$ cat src/drac_perf_defines.svh
// performance monitor defines
`ifndef DRAC_PERF_DEFINES_SVH
`define DRAC_PERF_DEFINES_SVH

// --------------------------------------------------
// counter bank sizing
// --------------------------------------------------
`define HPM_NUM_COUNTERS  8   // programmable event counters, also the event vector width
`define HPM_COUNTER_WIDTH 64  // counter and csr data width

// --------------------------------------------------
// csr address map
// --------------------------------------------------
`define CSR_ADDR_SIZE     12

`define CSR_MCYCLE        12'hB00
`define CSR_MINSTRET      12'hB02
`define CSR_MHPMCOUNTER3  12'hB03  // first of the event counters, mhpmcounter3+i counts event i
`define CSR_MCOUNTINHIBIT 12'h320

`endif

$ cat src/drac_perf_pkg.sv
// performance monitor types
`include "drac_perf_defines.svh"

package drac_perf_pkg;

    // --------------------------------------------------
    // raw flags from the core
    // --------------------------------------------------
    typedef struct packed {
        logic retire;        // instruction retired this cycle
        logic is_branch;
        logic branch_taken;
        logic branch_miss;   // mispredicted branch
        logic stall_if;
        logic stall_exe;
    } pmu_flags_t;

    typedef struct packed {
        logic exe_load;      // load issued to the dcache
        logic exe_store;
        logic icache_miss;
    } pmu_interface_t;

    // merged vector, events[i] feeds mhpmcounter3+i
    typedef struct packed {
        logic                          retire;
        logic [`HPM_NUM_COUNTERS-1:0]  events;
    } pmu_events_t;

    // index into the counter bank, offset from mcycle (0 .. N+2)
    typedef logic [$clog2(`HPM_NUM_COUNTERS+3)-1:0] cnt_idx_t;

    // --------------------------------------------------
    // csr access from the core
    // --------------------------------------------------
    typedef enum logic [2:0] {
        CSR_NONE  = 3'd0,
        CSR_READ  = 3'd1,
        CSR_WRITE = 3'd2,
        CSR_SET   = 3'd3,   // or the data into the register
        CSR_CLEAR = 3'd4    // and-not the data out of the register
    } csr_cmd_t;

    typedef struct packed {
        logic                          valid;
        csr_cmd_t                      cmd;
        logic [`CSR_ADDR_SIZE-1:0]     addr;
        logic [`HPM_COUNTER_WIDTH-1:0] wdata;
    } req_cpu_csr_t;

    typedef struct packed {
        logic                          rvalid;  // one cycle pulse
        logic [`HPM_COUNTER_WIDTH-1:0] rdata;   // value before the access
        logic                          xcpt;    // illegal address
    } resp_csr_cpu_t;

endpackage

$ cat src/core_perf_top.sv
// core performance monitor top
`timescale 1ns/1ns
`include "drac_perf_defines.svh"

module core_perf_top (
    input  logic                          clk_i,
    input  logic                          rstn_i,
    input  drac_perf_pkg::pmu_flags_t     pmu_flags_i,     // from the datapath
    input  drac_perf_pkg::pmu_interface_t pmu_interface_i, // from the memory side
    input  drac_perf_pkg::req_cpu_csr_t   req_cpu_csr_i,
    output drac_perf_pkg::resp_csr_cpu_t  resp_csr_cpu_o
);

    drac_perf_pkg::pmu_events_t    events;      // registered event vector
    drac_perf_pkg::cnt_idx_t       cnt_idx;
    logic                          cnt_we;
    logic [`HPM_COUNTER_WIDTH-1:0] cnt_wdata;
    logic                          inhibit_we;
    logic [`HPM_COUNTER_WIDTH-1:0] cnt_rdata;
    logic [31:0]                   inhibit_q;

    // --------------------------------------------------
    // event path
    // --------------------------------------------------
    pmu_event_collector i_pmu_event_collector (
        .clk_i           (clk_i),
        .rstn_i          (rstn_i),
        .pmu_flags_i     (pmu_flags_i),
        .pmu_interface_i (pmu_interface_i),
        .events_o        (events)
    );

    hpm_counters i_hpm_counters (
        .clk_i        (clk_i),
        .rstn_i       (rstn_i),
        .events_i     (events),
        .cnt_idx_i    (cnt_idx),
        .cnt_we_i     (cnt_we),
        .cnt_wdata_i  (cnt_wdata),
        .inhibit_we_i (inhibit_we),
        .cnt_rdata_o  (cnt_rdata),
        .inhibit_o    (inhibit_q)
    );

    // --------------------------------------------------
    // csr access path
    // --------------------------------------------------
    csr_perf_unit i_csr_perf_unit (
        .clk_i          (clk_i),
        .rstn_i         (rstn_i),
        .req_cpu_csr_i  (req_cpu_csr_i),
        .cnt_rdata_i    (cnt_rdata),
        .inhibit_i      (inhibit_q),
        .cnt_idx_o      (cnt_idx),
        .cnt_we_o       (cnt_we),
        .cnt_wdata_o    (cnt_wdata),
        .inhibit_we_o   (inhibit_we),
        .resp_csr_cpu_o (resp_csr_cpu_o)
    );

endmodule

$ cat src/csr_perf_unit.sv
// performance csr access unit
`timescale 1ns/1ns
`include "drac_perf_defines.svh"

module csr_perf_unit (
    input  logic                            clk_i,
    input  logic                            rstn_i,
    input  drac_perf_pkg::req_cpu_csr_t     req_cpu_csr_i,
    input  logic [`HPM_COUNTER_WIDTH-1:0]   cnt_rdata_i,    // selected counter, combinational
    input  logic [31:0]                     inhibit_i,
    output drac_perf_pkg::cnt_idx_t         cnt_idx_o,
    output logic                            cnt_we_o,
    output logic [`HPM_COUNTER_WIDTH-1:0]   cnt_wdata_o,
    output logic                            inhibit_we_o,
    output drac_perf_pkg::resp_csr_cpu_t    resp_csr_cpu_o
);

    logic [`CSR_ADDR_SIZE-1:0]     addr_off;    // offset from mcycle
    logic                          is_cnt;      // address hits a counter
    logic                          is_inh;      // address hits mcountinhibit
    logic                          illegal;
    logic                          modify;      // command changes the register
    logic [`HPM_COUNTER_WIDTH-1:0] old_val;
    logic [`HPM_COUNTER_WIDTH-1:0] new_val;

    logic                          rvalid_q;
    logic                          xcpt_q;
    logic [`HPM_COUNTER_WIDTH-1:0] rdata_q;

    // --------------------------------------------------
    // address decode
    // --------------------------------------------------
    always_comb begin
        addr_off = req_cpu_csr_i.addr - `CSR_MCYCLE;
        is_cnt   = (req_cpu_csr_i.addr == `CSR_MCYCLE)
                || (req_cpu_csr_i.addr == `CSR_MINSTRET)
                || ((req_cpu_csr_i.addr >= `CSR_MHPMCOUNTER3)
                    && (req_cpu_csr_i.addr <
                        `CSR_MHPMCOUNTER3 + `CSR_ADDR_SIZE'(`HPM_NUM_COUNTERS)));
        is_inh   = (req_cpu_csr_i.addr == `CSR_MCOUNTINHIBIT);
        illegal  = !(is_cnt || is_inh);  // 0xb01 (time) lands here too
    end

    assign cnt_idx_o = addr_off[$bits(drac_perf_pkg::cnt_idx_t)-1:0];

    // inhibit is 32 bit wide, zero extend to the data width
    assign old_val = is_inh ? `HPM_COUNTER_WIDTH'(inhibit_i) : cnt_rdata_i;

    // --------------------------------------------------
    // read-modify-write
    // --------------------------------------------------
    always_comb begin
        new_val = old_val;
        modify  = 1'b0;
        case (req_cpu_csr_i.cmd)
            drac_perf_pkg::CSR_WRITE: begin
                new_val = req_cpu_csr_i.wdata;
                modify  = 1'b1;
            end
            drac_perf_pkg::CSR_SET: begin
                new_val = old_val | req_cpu_csr_i.wdata;
                modify  = 1'b1;
            end
            drac_perf_pkg::CSR_CLEAR: begin
                new_val = old_val & ~req_cpu_csr_i.wdata;
                modify  = 1'b1;
            end
            default: begin          // read and none leave the register alone
                new_val = old_val;
                modify  = 1'b0;
            end
        endcase
    end

    assign cnt_wdata_o  = new_val;
    assign cnt_we_o     = req_cpu_csr_i.valid && modify && is_cnt;  // lands at this edge
    assign inhibit_we_o = req_cpu_csr_i.valid && modify && is_inh;

    // --------------------------------------------------
    // response, one cycle after the request
    // --------------------------------------------------
    always_ff @(posedge clk_i or negedge rstn_i) begin
        if (!rstn_i) begin
            rvalid_q <= 1'b0;
            xcpt_q   <= 1'b0;
        end else begin
            rvalid_q <= req_cpu_csr_i.valid && (req_cpu_csr_i.cmd != drac_perf_pkg::CSR_NONE);
            xcpt_q   <= req_cpu_csr_i.valid && (req_cpu_csr_i.cmd != drac_perf_pkg::CSR_NONE)
                        && illegal;
        end
    end

    always_ff @(posedge clk_i) begin
        if (req_cpu_csr_i.valid) begin
            rdata_q <= illegal ? '0 : old_val;  // old value, even for set and clear
        end
    end

    assign resp_csr_cpu_o.rvalid = rvalid_q;
    assign resp_csr_cpu_o.rdata  = rdata_q;
    assign resp_csr_cpu_o.xcpt   = xcpt_q;

endmodule

$ cat src/hpm_counters.sv
// hardware performance counter bank
`timescale 1ns/1ns
`include "drac_perf_defines.svh"

module hpm_counters (
    input  logic                            clk_i,
    input  logic                            rstn_i,
    input  drac_perf_pkg::pmu_events_t      events_i,     // registered events
    input  drac_perf_pkg::cnt_idx_t         cnt_idx_i,    // counter select, offset from mcycle
    input  logic                            cnt_we_i,     // counter write strobe
    input  logic [`HPM_COUNTER_WIDTH-1:0]   cnt_wdata_i,
    input  logic                            inhibit_we_i, // mcountinhibit write strobe
    output logic [`HPM_COUNTER_WIDTH-1:0]   cnt_rdata_o,
    output logic [31:0]                     inhibit_o
);

    localparam drac_perf_pkg::cnt_idx_t IDX_MCYCLE   = drac_perf_pkg::cnt_idx_t'(0);
    localparam drac_perf_pkg::cnt_idx_t IDX_MINSTRET = drac_perf_pkg::cnt_idx_t'(2);
    localparam int                      IDX_HPM_BASE = 3;

    // implemented inhibit bits: cy, ir and one per event counter, tm stays zero
    localparam logic [31:0] INHIBIT_MASK = 32'({{`HPM_NUM_COUNTERS{1'b1}}, 3'b101});

    logic [`HPM_COUNTER_WIDTH-1:0] mcycle_q;
    logic [`HPM_COUNTER_WIDTH-1:0] minstret_q;
    logic [`HPM_COUNTER_WIDTH-1:0] hpm_q [`HPM_NUM_COUNTERS];
    logic [31:0]                   inhibit_q;

    // --------------------------------------------------
    // fixed counters
    // --------------------------------------------------
    always_ff @(posedge clk_i or negedge rstn_i) begin
        if (!rstn_i) begin
            mcycle_q <= '0;
        end else if (cnt_we_i && (cnt_idx_i == IDX_MCYCLE)) begin
            mcycle_q <= cnt_wdata_i;          // csr write beats the increment
        end else if (!inhibit_q[0]) begin
            mcycle_q <= mcycle_q + 1'b1;      // free running
        end
    end

    always_ff @(posedge clk_i or negedge rstn_i) begin
        if (!rstn_i) begin
            minstret_q <= '0;
        end else if (cnt_we_i && (cnt_idx_i == IDX_MINSTRET)) begin
            minstret_q <= cnt_wdata_i;
        end else if (events_i.retire && !inhibit_q[2]) begin
            minstret_q <= minstret_q + 1'b1;
        end
    end

    // --------------------------------------------------
    // event counters, hardwired event i -> counter 3+i
    // --------------------------------------------------
    for (genvar i = 0; i < `HPM_NUM_COUNTERS; i++) begin : g_hpm
        logic hit;  // this counter addressed by the write port
        logic inc;

        assign hit = cnt_we_i && (cnt_idx_i == drac_perf_pkg::cnt_idx_t'(IDX_HPM_BASE + i));
        assign inc = events_i.events[i] && !inhibit_q[IDX_HPM_BASE + i];

        always_ff @(posedge clk_i or negedge rstn_i) begin
            if (!rstn_i) begin
                hpm_q[i] <= '0;
            end else if (hit) begin
                hpm_q[i] <= cnt_wdata_i;
            end else if (inc) begin
                hpm_q[i] <= hpm_q[i] + 1'b1;
            end
        end
    end

    // mcountinhibit, unimplemented bits read as zero
    always_ff @(posedge clk_i or negedge rstn_i) begin
        if (!rstn_i) begin
            inhibit_q <= '0;
        end else if (inhibit_we_i) begin
            inhibit_q <= cnt_wdata_i[31:0] & INHIBIT_MASK;
        end
    end

    // --------------------------------------------------
    // read port
    // --------------------------------------------------
    always_comb begin
        cnt_rdata_o = '0;                     // holes in the map read zero
        if (cnt_idx_i == IDX_MCYCLE) begin
            cnt_rdata_o = mcycle_q;
        end
        if (cnt_idx_i == IDX_MINSTRET) begin
            cnt_rdata_o = minstret_q;
        end
        for (int i = 0; i < `HPM_NUM_COUNTERS; i++) begin
            if (cnt_idx_i == drac_perf_pkg::cnt_idx_t'(IDX_HPM_BASE + i)) begin
                cnt_rdata_o = hpm_q[i];
            end
        end
    end

    assign inhibit_o = inhibit_q;

endmodule

$ cat src/pmu_event_collector.sv
// pmu event collector
`timescale 1ns/1ns

module pmu_event_collector (
    input  logic                          clk_i,
    input  logic                          rstn_i,
    input  drac_perf_pkg::pmu_flags_t     pmu_flags_i,      // datapath flags
    input  drac_perf_pkg::pmu_interface_t pmu_interface_i,  // memory side flags
    output drac_perf_pkg::pmu_events_t    events_o
);

    drac_perf_pkg::pmu_events_t events_d;  // merged, not yet registered
    drac_perf_pkg::pmu_events_t events_q;

    // --------------------------------------------------
    // merge into the fixed event order
    // --------------------------------------------------
    // bit 0 is branch_miss and feeds mhpmcounter3, bit 7 feeds mhpmcounter10
    always_comb begin
        events_d.retire = pmu_flags_i.retire;
        events_d.events = {
            pmu_interface_i.icache_miss,  // event 7
            pmu_interface_i.exe_store,    // event 6
            pmu_interface_i.exe_load,     // event 5
            pmu_flags_i.stall_exe,        // event 4
            pmu_flags_i.stall_if,         // event 3
            pmu_flags_i.branch_taken,     // event 2
            pmu_flags_i.is_branch,        // event 1
            pmu_flags_i.branch_miss       // event 0
        };
    end

    // --------------------------------------------------
    // pipeline register
    // --------------------------------------------------
    // flags come from far corners of the core and arrive late in the cycle,
    // one flop stage keeps that path away from the 64 bit adders
    always_ff @(posedge clk_i or negedge rstn_i) begin
        if (!rstn_i) begin
            events_q <= '0;
        end else begin
            events_q <= events_d;  // new sample every cycle
        end
    end

    assign events_o = events_q;

endmodule

$ cat config.mk
export PLATFORM = sky130hd
export DESIGN_NAME = core_perf_top
export DESIGN_NICKNAME = d
export VERILOG_FILES = /design/src/drac_perf_pkg.sv /design/src/core_perf_top.sv /design/src/csr_perf_unit.sv /design/src/hpm_counters.sv /design/src/pmu_event_collector.sv
export VERILOG_INCLUDE_DIRS = /design/src
export SDC_FILE = /design/constraint.sdc
export NUM_CORES = 2
export LEC_CHECK = 0
export BUFFER_PORTS_ARGS = -buffer_cell sky130_fd_sc_hd__buf_4
export CORE_MARGIN = 3
export CORE_UTILIZATION = 41
export CTS_CLUSTER_DIAMETER = 40
export DETAILED_ROUTE_END_ITERATION = 16
export HOLD_SLACK_MARGIN = 0.08
export PLACE_DENSITY_LB_ADDON = 0.08
export SETUP_SLACK_MARGIN = 0.5
export SLEW_MARGIN = 20
export SYNTH_ARGS = -nofsm -noshare
export SYNTH_HDL_FRONTEND = slang
export SYNTH_HIERARCHICAL = 1
export SYNTH_SLANG_ARGS = --single-unit
$ cat constraint.sdc
create_clock -name clk_i -period 2.26 [get_ports clk_i]
set_clock_uncertainty 0.15 [all_clocks]
set_input_delay 0.113 -clock clk_i [delete_from_list [all_inputs] [get_ports clk_i]]
set_output_delay 0.113 -clock clk_i [all_outputs]
set_load 0.03 [all_outputs]
; Yosys cells after proc, flatten, opt, wreduce, memory -nomap -nowiden
; Index checks and enable logic that the tools add are counted.
[word_totals]
inputBits = 91
reg_bits = 725
out_inout_bits = 66
[op_classes]
n_addsub = 11
n_eq_ne = 16
n_bitwise = 3
muxes = 33
reduce_logical = 50
magnitude_cmp = 2
[ops]
columns = cell, count
row1 = $mux W64, 31
row2 = $add A64 B1 Y64 const B, 10
row3 = $pmux W64 S3, 1
row4 = $and A64 B64 Y64, 1
row5 = $not A64 Y64, 1
row6 = $or A64 B64 Y64, 1
row7 = $logic_and A1 B1 Y1, 25
row8 = $eq A12 B12 Y1 const B, 2
row9 = $reduce_bool A2 Y1, 9
row10 = $eq A4 B3 Y1 const B, 4
row11 = $eq A12 B10 Y1 const B, 1
row12 = $eq A4 B4 Y1 const B, 3
row13 = $ge A12 B12 Y1 const B, 1
row14 = $lt A12 B12 Y1 const B, 1
row15 = $logic_not A1 Y1, 10
row16 = $eq A4 B2 Y1 const B, 2
row17 = $eq A3 B2 Y1 const B, 2
row18 = $logic_not A4 Y1, 1
row19 = $sub A4 B1 Y4 const B, 1
row20 = $eq A3 B3 Y1 const B, 1
row21 = $logic_or A1 B1 Y1, 3
row22 = $reduce_bool A3 Y1, 1
row23 = $reduce_or A3 Y1, 1
row24 = $ne A2 B2 Y1 const B, 1
row25 = $mux W1, 1

; Longest topological paths before layout
[depth]
ltp_word = 16
ltp_mapped = 16
ltp_nobuf = 10

; By module
; Netlist, hierarchy kept.
[by_module_without_submodules]
columns = mod, cells_per_inst, seq_area_each_um2, area_per_inst_um2, n_inst
row1 = hpm_counters, 4985, 16265.6, 40696.5, 1
row2 = csr_perf_unit, 524, 1971.9, 4405.5, 1
row3 = pmu_event_collector, 9, 225.2, 225.2, 1

; Worst setup path before layout
; OpenSTA, ideal clock, no wires.
[synth_timing]
path_kind = in2reg
from = in req_cpu_csr_i[66] (netlist name)
to = reg i_hpm_counters/hpm_q[182] (netlist name)
cell_stages = 15
path_buffers = 6
required_ns = 2.027
arrival_ns = 2.585
setup_time_ns = 0.083
path_slack_ns = -0.557
cell_sequence = buf_4 clkbuf_1 nor4bb_1 clkbuf_1 clkbuf_1 buf_1 nand2_1 o211ai_1 o21ai_0 a31oi_1 o21ai_0 o21ai_1 buf_1 a22oi_1 o21ai_0
[synth_via]
elab_chain_cells = 16
word_cells_on_any_way = 37
cone_classes = 1 x add/sub / 2 x order compare / 12 x eq/ne / 13 x mux / 2 x bitwise / 7 x reduce/logical
[synth_rtl]
columns = item, line
row1 = "start, declared", core_perf_top.sv:10  ; input drac_perf_pkg::req_cpu_csr_t req_cpu_csr_i,
row2 = $sub A4 B1 Y4 (no source line) *, n/a
row3 = $logic_not A4 Y1, hpm_counters.sv:87  ; if (cnt_idx_i == IDX_MCYCLE) begin
row4 = $mux W64, hpm_counters.sv:87
row5 = $mux W64, hpm_counters.sv:90  ; if (cnt_idx_i == IDX_MINSTRET) begin
row6 = $mux W64 (7 in series), hpm_counters.sv:94  ; if (cnt_idx_i == drac_perf_pkg::cnt_idx_t'(IDX_HPM_BASE + i)) begin
row7 = $mux W64 *, hpm_counters.sv:94
row8 = named net cnt_rdata[54], core_perf_top.sv:19  ; logic [`HPM_COUNTER_WIDTH-1:0] cnt_rdata;
row9 = $mux W64 *, csr_perf_unit.sv:47  ; assign old_val = is_inh ? `HPM_COUNTER_WIDTH'(inhibit_i) : cnt_rdata_i;
row10 = $and A64 B64 Y64 or $or A64 B64 Y64 (tied branches), "csr_perf_unit.sv:65, csr_perf_unit.sv:61"
row11 = $pmux W64 S3 *, csr_perf_unit.sv:55  ; case (req_cpu_csr_i.cmd)
row12 = named net cnt_wdata[54], core_perf_top.sv:17  ; logic [`HPM_COUNTER_WIDTH-1:0] cnt_wdata;
row13 = $mux W64 *, hpm_counters.sv:65  ; end else if (hit) begin
row14 = "end signal, assigned by index", hpm_counters.sv:66  ; hpm_q[i] <= cnt_wdata_i;
row15 = "end signal, assigned by index", hpm_counters.sv:68  ; hpm_q[i] <= hpm_q[i] + 1'b1;
row16 = "end, declared", hpm_counters.sv:26  ; logic [`HPM_COUNTER_WIDTH-1:0] hpm_q [`HPM_NUM_COUNTERS];
; Mark *: on every way through the listed nets, which the timed path passes. The rest lies on a longest branch.
; A chain may end at the register's enable or synchronous reset.

; Worst setup path after layout
[layout_timing]
from = reg i_hpm_counters.mcycle_q[2]
to = reg i_hpm_counters.mcycle_q[61]
[layout_via]
elab_chain_cells = 3
[layout_rtl]
columns = item, line
row1 = "start, declared", hpm_counters.sv:24  ; logic [`HPM_COUNTER_WIDTH-1:0] mcycle_q;
row2 = "start signal, assigned", hpm_counters.sv:36  ; mcycle_q <= cnt_wdata_i;
row3 = "start signal, assigned", hpm_counters.sv:38  ; mcycle_q <= mcycle_q + 1'b1;
row4 = $add A64 B1 Y64, hpm_counters.sv:38
row5 = $mux W64, hpm_counters.sv:37  ; end else if (!inhibit_q[0]) begin
row6 = $mux W64, hpm_counters.sv:35  ; end else if (cnt_we_i && (cnt_idx_i == IDX_MCYCLE)) begin
; Every way passes these cells. The select of a mux whose other input is x is not followed.

==> flow_summary.toml <==
[setup_path]
critPathLaunchType = "flop"
end_kind = "flop"
worstSetupPathType = "flop to flop"
crit_arrival_ns = 3.00
crit_required_ns = 2.77
crit_fanout = 6

[logic_synthesis]
syn_inst = 5518
async_flop_share_pct = 91.2
synth_edf_count = 64
synth_area_leaders = "dfrtp_1, a21oi_1, nor2_1"
synth_cell_types = 72
yosysSeqAreaShare_pct = 40.7
avgSynthCellArea_um2 = 8.21
synth_top_area_cell = "dfrtp_1"
synth-main-ff-cell = "dfrtp_1"
ys_ff_latch = 725
yosysTopAreaCellShare_pct = 36.5
ys_warn_count = 6
syn_area_um2 = 45300

[cells_and_area]
fillers = 8831
drive_above_1_share_pct = 41.4
final_cell_area_um2 = 73900
seqCellArea_um2 = 18500
areaGrowthSynthToFinish_pct = 63.0
fin_util_pct = 67.6
nNetsFinal = 7116
multiInputGateArea_um2 = 31300

[route]
wl_per_cell_um = 24.7
drtPass1Iterations = 7
wl_mm = 213
final_antenna_net_count = 0
drt_first_iter_violations = 4681
vias = 49800
route.detailed.drc = 0
via_per_inst = 5.78

[power]
power_w = 0.0599
ir_drop_mv = 0.921
pwr_density_cell_nw_per_um2 = 811
p_leak_nw = 30.9

[timing]
slew_headroom_pct = 40.8
period_share_pct = 110
fmax_ghz = 0.401
hold_violations = 14
fin_setup_tns_ns = -23.67
maxSlewViolCount = 0
rsz0062_at_grt = "yes"
tightestPinTransition_ns = 0.888
finalSetupViolCount = 335
setup_ws_ns = -0.232
min_period_ns = 2.49
hold_ws_ns = -0.0148

[clocking]
cts.clk_slew.worst_paths_ns = 0.05
cts_root_buffer = "clkbuf_16"
clk_latency_ns = 0.78
cts_buffers = 153
ctsHoldBuffers = 89
cts_tree = "built"
clock-sinks = 725
cts_buffer_depth = 3
htreeDepth = 4

[global_route]
overflow = 0
grt_pass1_vias = 47200
grt_pass1_wl_mm = 299
grt_start_max_net_pins = 99
antenna_found_initial = 5
track_usage_pct = 34.5

[die]
chipWidth_um = 338
core_um2 = 109000
die_h_um = 338
pin_count = 157
dieArea_um2 = 115000
rows = 121
initial_core_util_pct = 41.5

[placed_design]
dp_hpwl_mm = 149
gp_congestion = 1.01
io_buffers = 156
place_area_um2 = 58500

[hold_path]
hp-class = "primary input to flop"

[run]
cap_violations = 0

[status]
violations = "hold timing, setup timing"
status = "finished, violations left"
[path summary, 6_finish.rpt]
| path | start | to | depth (start not counted) | slack (ns) |
|---|---|---|---|---|
| worst max-delay path | i_hpm_counters/mcycle_q[2]$_DFFE_PN0P_ | i_hpm_counters/mcycle_q[61]$_DFFE_PN0P_ | 7 | -0.23 |
| worst min-delay path | req_cpu_csr_i[79] | i_csr_perf_unit/rdata_q[63]$_SDFFCE_PN0P_ | 2 | -0.01 |
| worst max register to register | i_hpm_counters/mcycle_q[2]$_DFFE_PN0P_ | i_hpm_counters/mcycle_q[61]$_DFFE_PN0P_ | 7 | -0.23 |
| worst min register to register | i_hpm_counters/hpm_q[191]$_DFFE_PN0P_ | i_hpm_counters/hpm_q[191]$_DFFE_PN0P_ | 2 | 0.43 |
| max in group asynchronous | rstn_i | i_hpm_counters/hpm_q[120]$_DFFE_PN0P_ | 6 | 0.77 |
| min in group asynchronous | rstn_i | i_hpm_counters/hpm_q[393]$_DFFE_PN0P_ | 4 | 0.44 |
[synthesized netlist by cell type (all sizes together) (94+ instances only)]
| master | count |
|---|---|
| nor3 | 128 |
| dfrtp | 661 |
| and3 | 94 |
| o21ai | 285 |
| clkbuf | 281 |
| nor2 | 795 |
| nand4 | 201 |
| nand2 | 527 |
| buf | 135 |
| nor4 | 108 |
| xor2 | 279 |
| xnor2 | 328 |
| a21oi | 688 |
| nand3 | 224 |
[stage by stage]
stage	setup slack, ns	instances
after floorplan	-0.125	5539
after global placement	-0.821	7997
after detailed placement	-0.866	7997
after CTS	-0.212	8488
after global routing	-0.279	8621
final	-0.232	8623
[placed cells by master, fill, tap and decap left out, types with 64 or more instances in the layout]
| cell type | Yosys | final |
|---|---|---|
| xnor2_1 | 328 | 307 |
| buf_6 | 2 | 162 |
| buf_4 | 28 | 1312 |
| nor2_4 | 0 | 134 |
| o21ai_0 | 218 | 101 |
| clkbuf_16 | 0 | 178 |
| nand4_1 | 197 | 197 |
| nand2_1 | 526 | 445 |
| inv_1 | 73 | 73 |
| nand3_1 | 223 | 171 |
| dfrtp_1 | 661 | 638 |
| a21oi_2 | 0 | 133 |
| a21oi_1 | 688 | 547 |
| and3_1 | 94 | 84 |
| nor2_1 | 795 | 587 |
| xor2_1 | 279 | 272 |
| nor2_2 | 0 | 74 |
| dlygate4sd3_1 | 0 | 88 |
| buf_12 | 0 | 140 |
| o21ai_2 | 0 | 84 |
| o21ai_1 | 67 | 84 |
| edfxtp_1 | 64 | 64 |
[where the power goes]
part	switching (W)	internal, W	total [W]
Sequential	0.00164	0.0149	0.0165
Clock	0.00790	0.0172	0.0251
Combinational	0.00961	0.00864	0.0182
[routing by layer]
metal	share of wire, %	global-route usage [%]	routed length [um]	vias to the layer above
met5	0.0061	0	13	-
met4	7.1	18.5	15200	2
met3	6.7	5.16	14200	572
met2	46	55.0	97600	2017
met1	40	45.3	85700	24600
li1	-	-	-	22700
[registers in the layout (all words and copies together) (netlist names)]
register	cells
i_hpm_counters/minstret_q	64
i_hpm_counters/mcycle_q	64
i_hpm_counters/hpm_q	512
i_csr_perf_unit/rdata_q	64
i_csr_perf_unit/xcpt_q	1
i_csr_perf_unit/rvalid_q	1
i_hpm_counters/inhibit_o	10
i_pmu_event_collector/events_o	9
[logic make-up after synthesis]
family	after synthesis	share of synthesized area [%]
AOI/OAI and AO/OA	1304	16.6
xor gates and xnor gates	607	11.7
other	1	0.00827
and+or+nand+nor	2323	24.9
buffers and inverters	489	4.39
adders and majority gates	10	0.276
muxes	59	1.34
DFF	725	40.7
[critical path, stage by stage, from the launching register on]
cell and delay [ns]:
dfrtp_1 0.37, buf_6 0.11, nand3_1 0.07, or4_4 0.57, or4_4 0.65, nor3b_4 0.22, xnor2_1 0.14, a21oi_1 0.08
[final cells by class]
cell class / count / share of cell area (%)
clock buffers: 199 / 6.02
well taps: 1476 / 2.50
diodes: 2 / 0.00677
clock inverters: 86 / 1.76
repair buffers: 1737 / 21.9
flip-flops and latches: 725 / 25.0
multi-input cells: 4325 / 42.4
inverters: 73 / 0.371
[what timing repair did]
action,4_1_cts,5_1_grt
setup endpoints to repair,714,714
pin swaps,291,446
setup buffers,101,117
resized for setup,661,845
hold endpoints to repair,1418,64
cloned,16,16
Note: power is estimated with default switching activity, not from simulation.
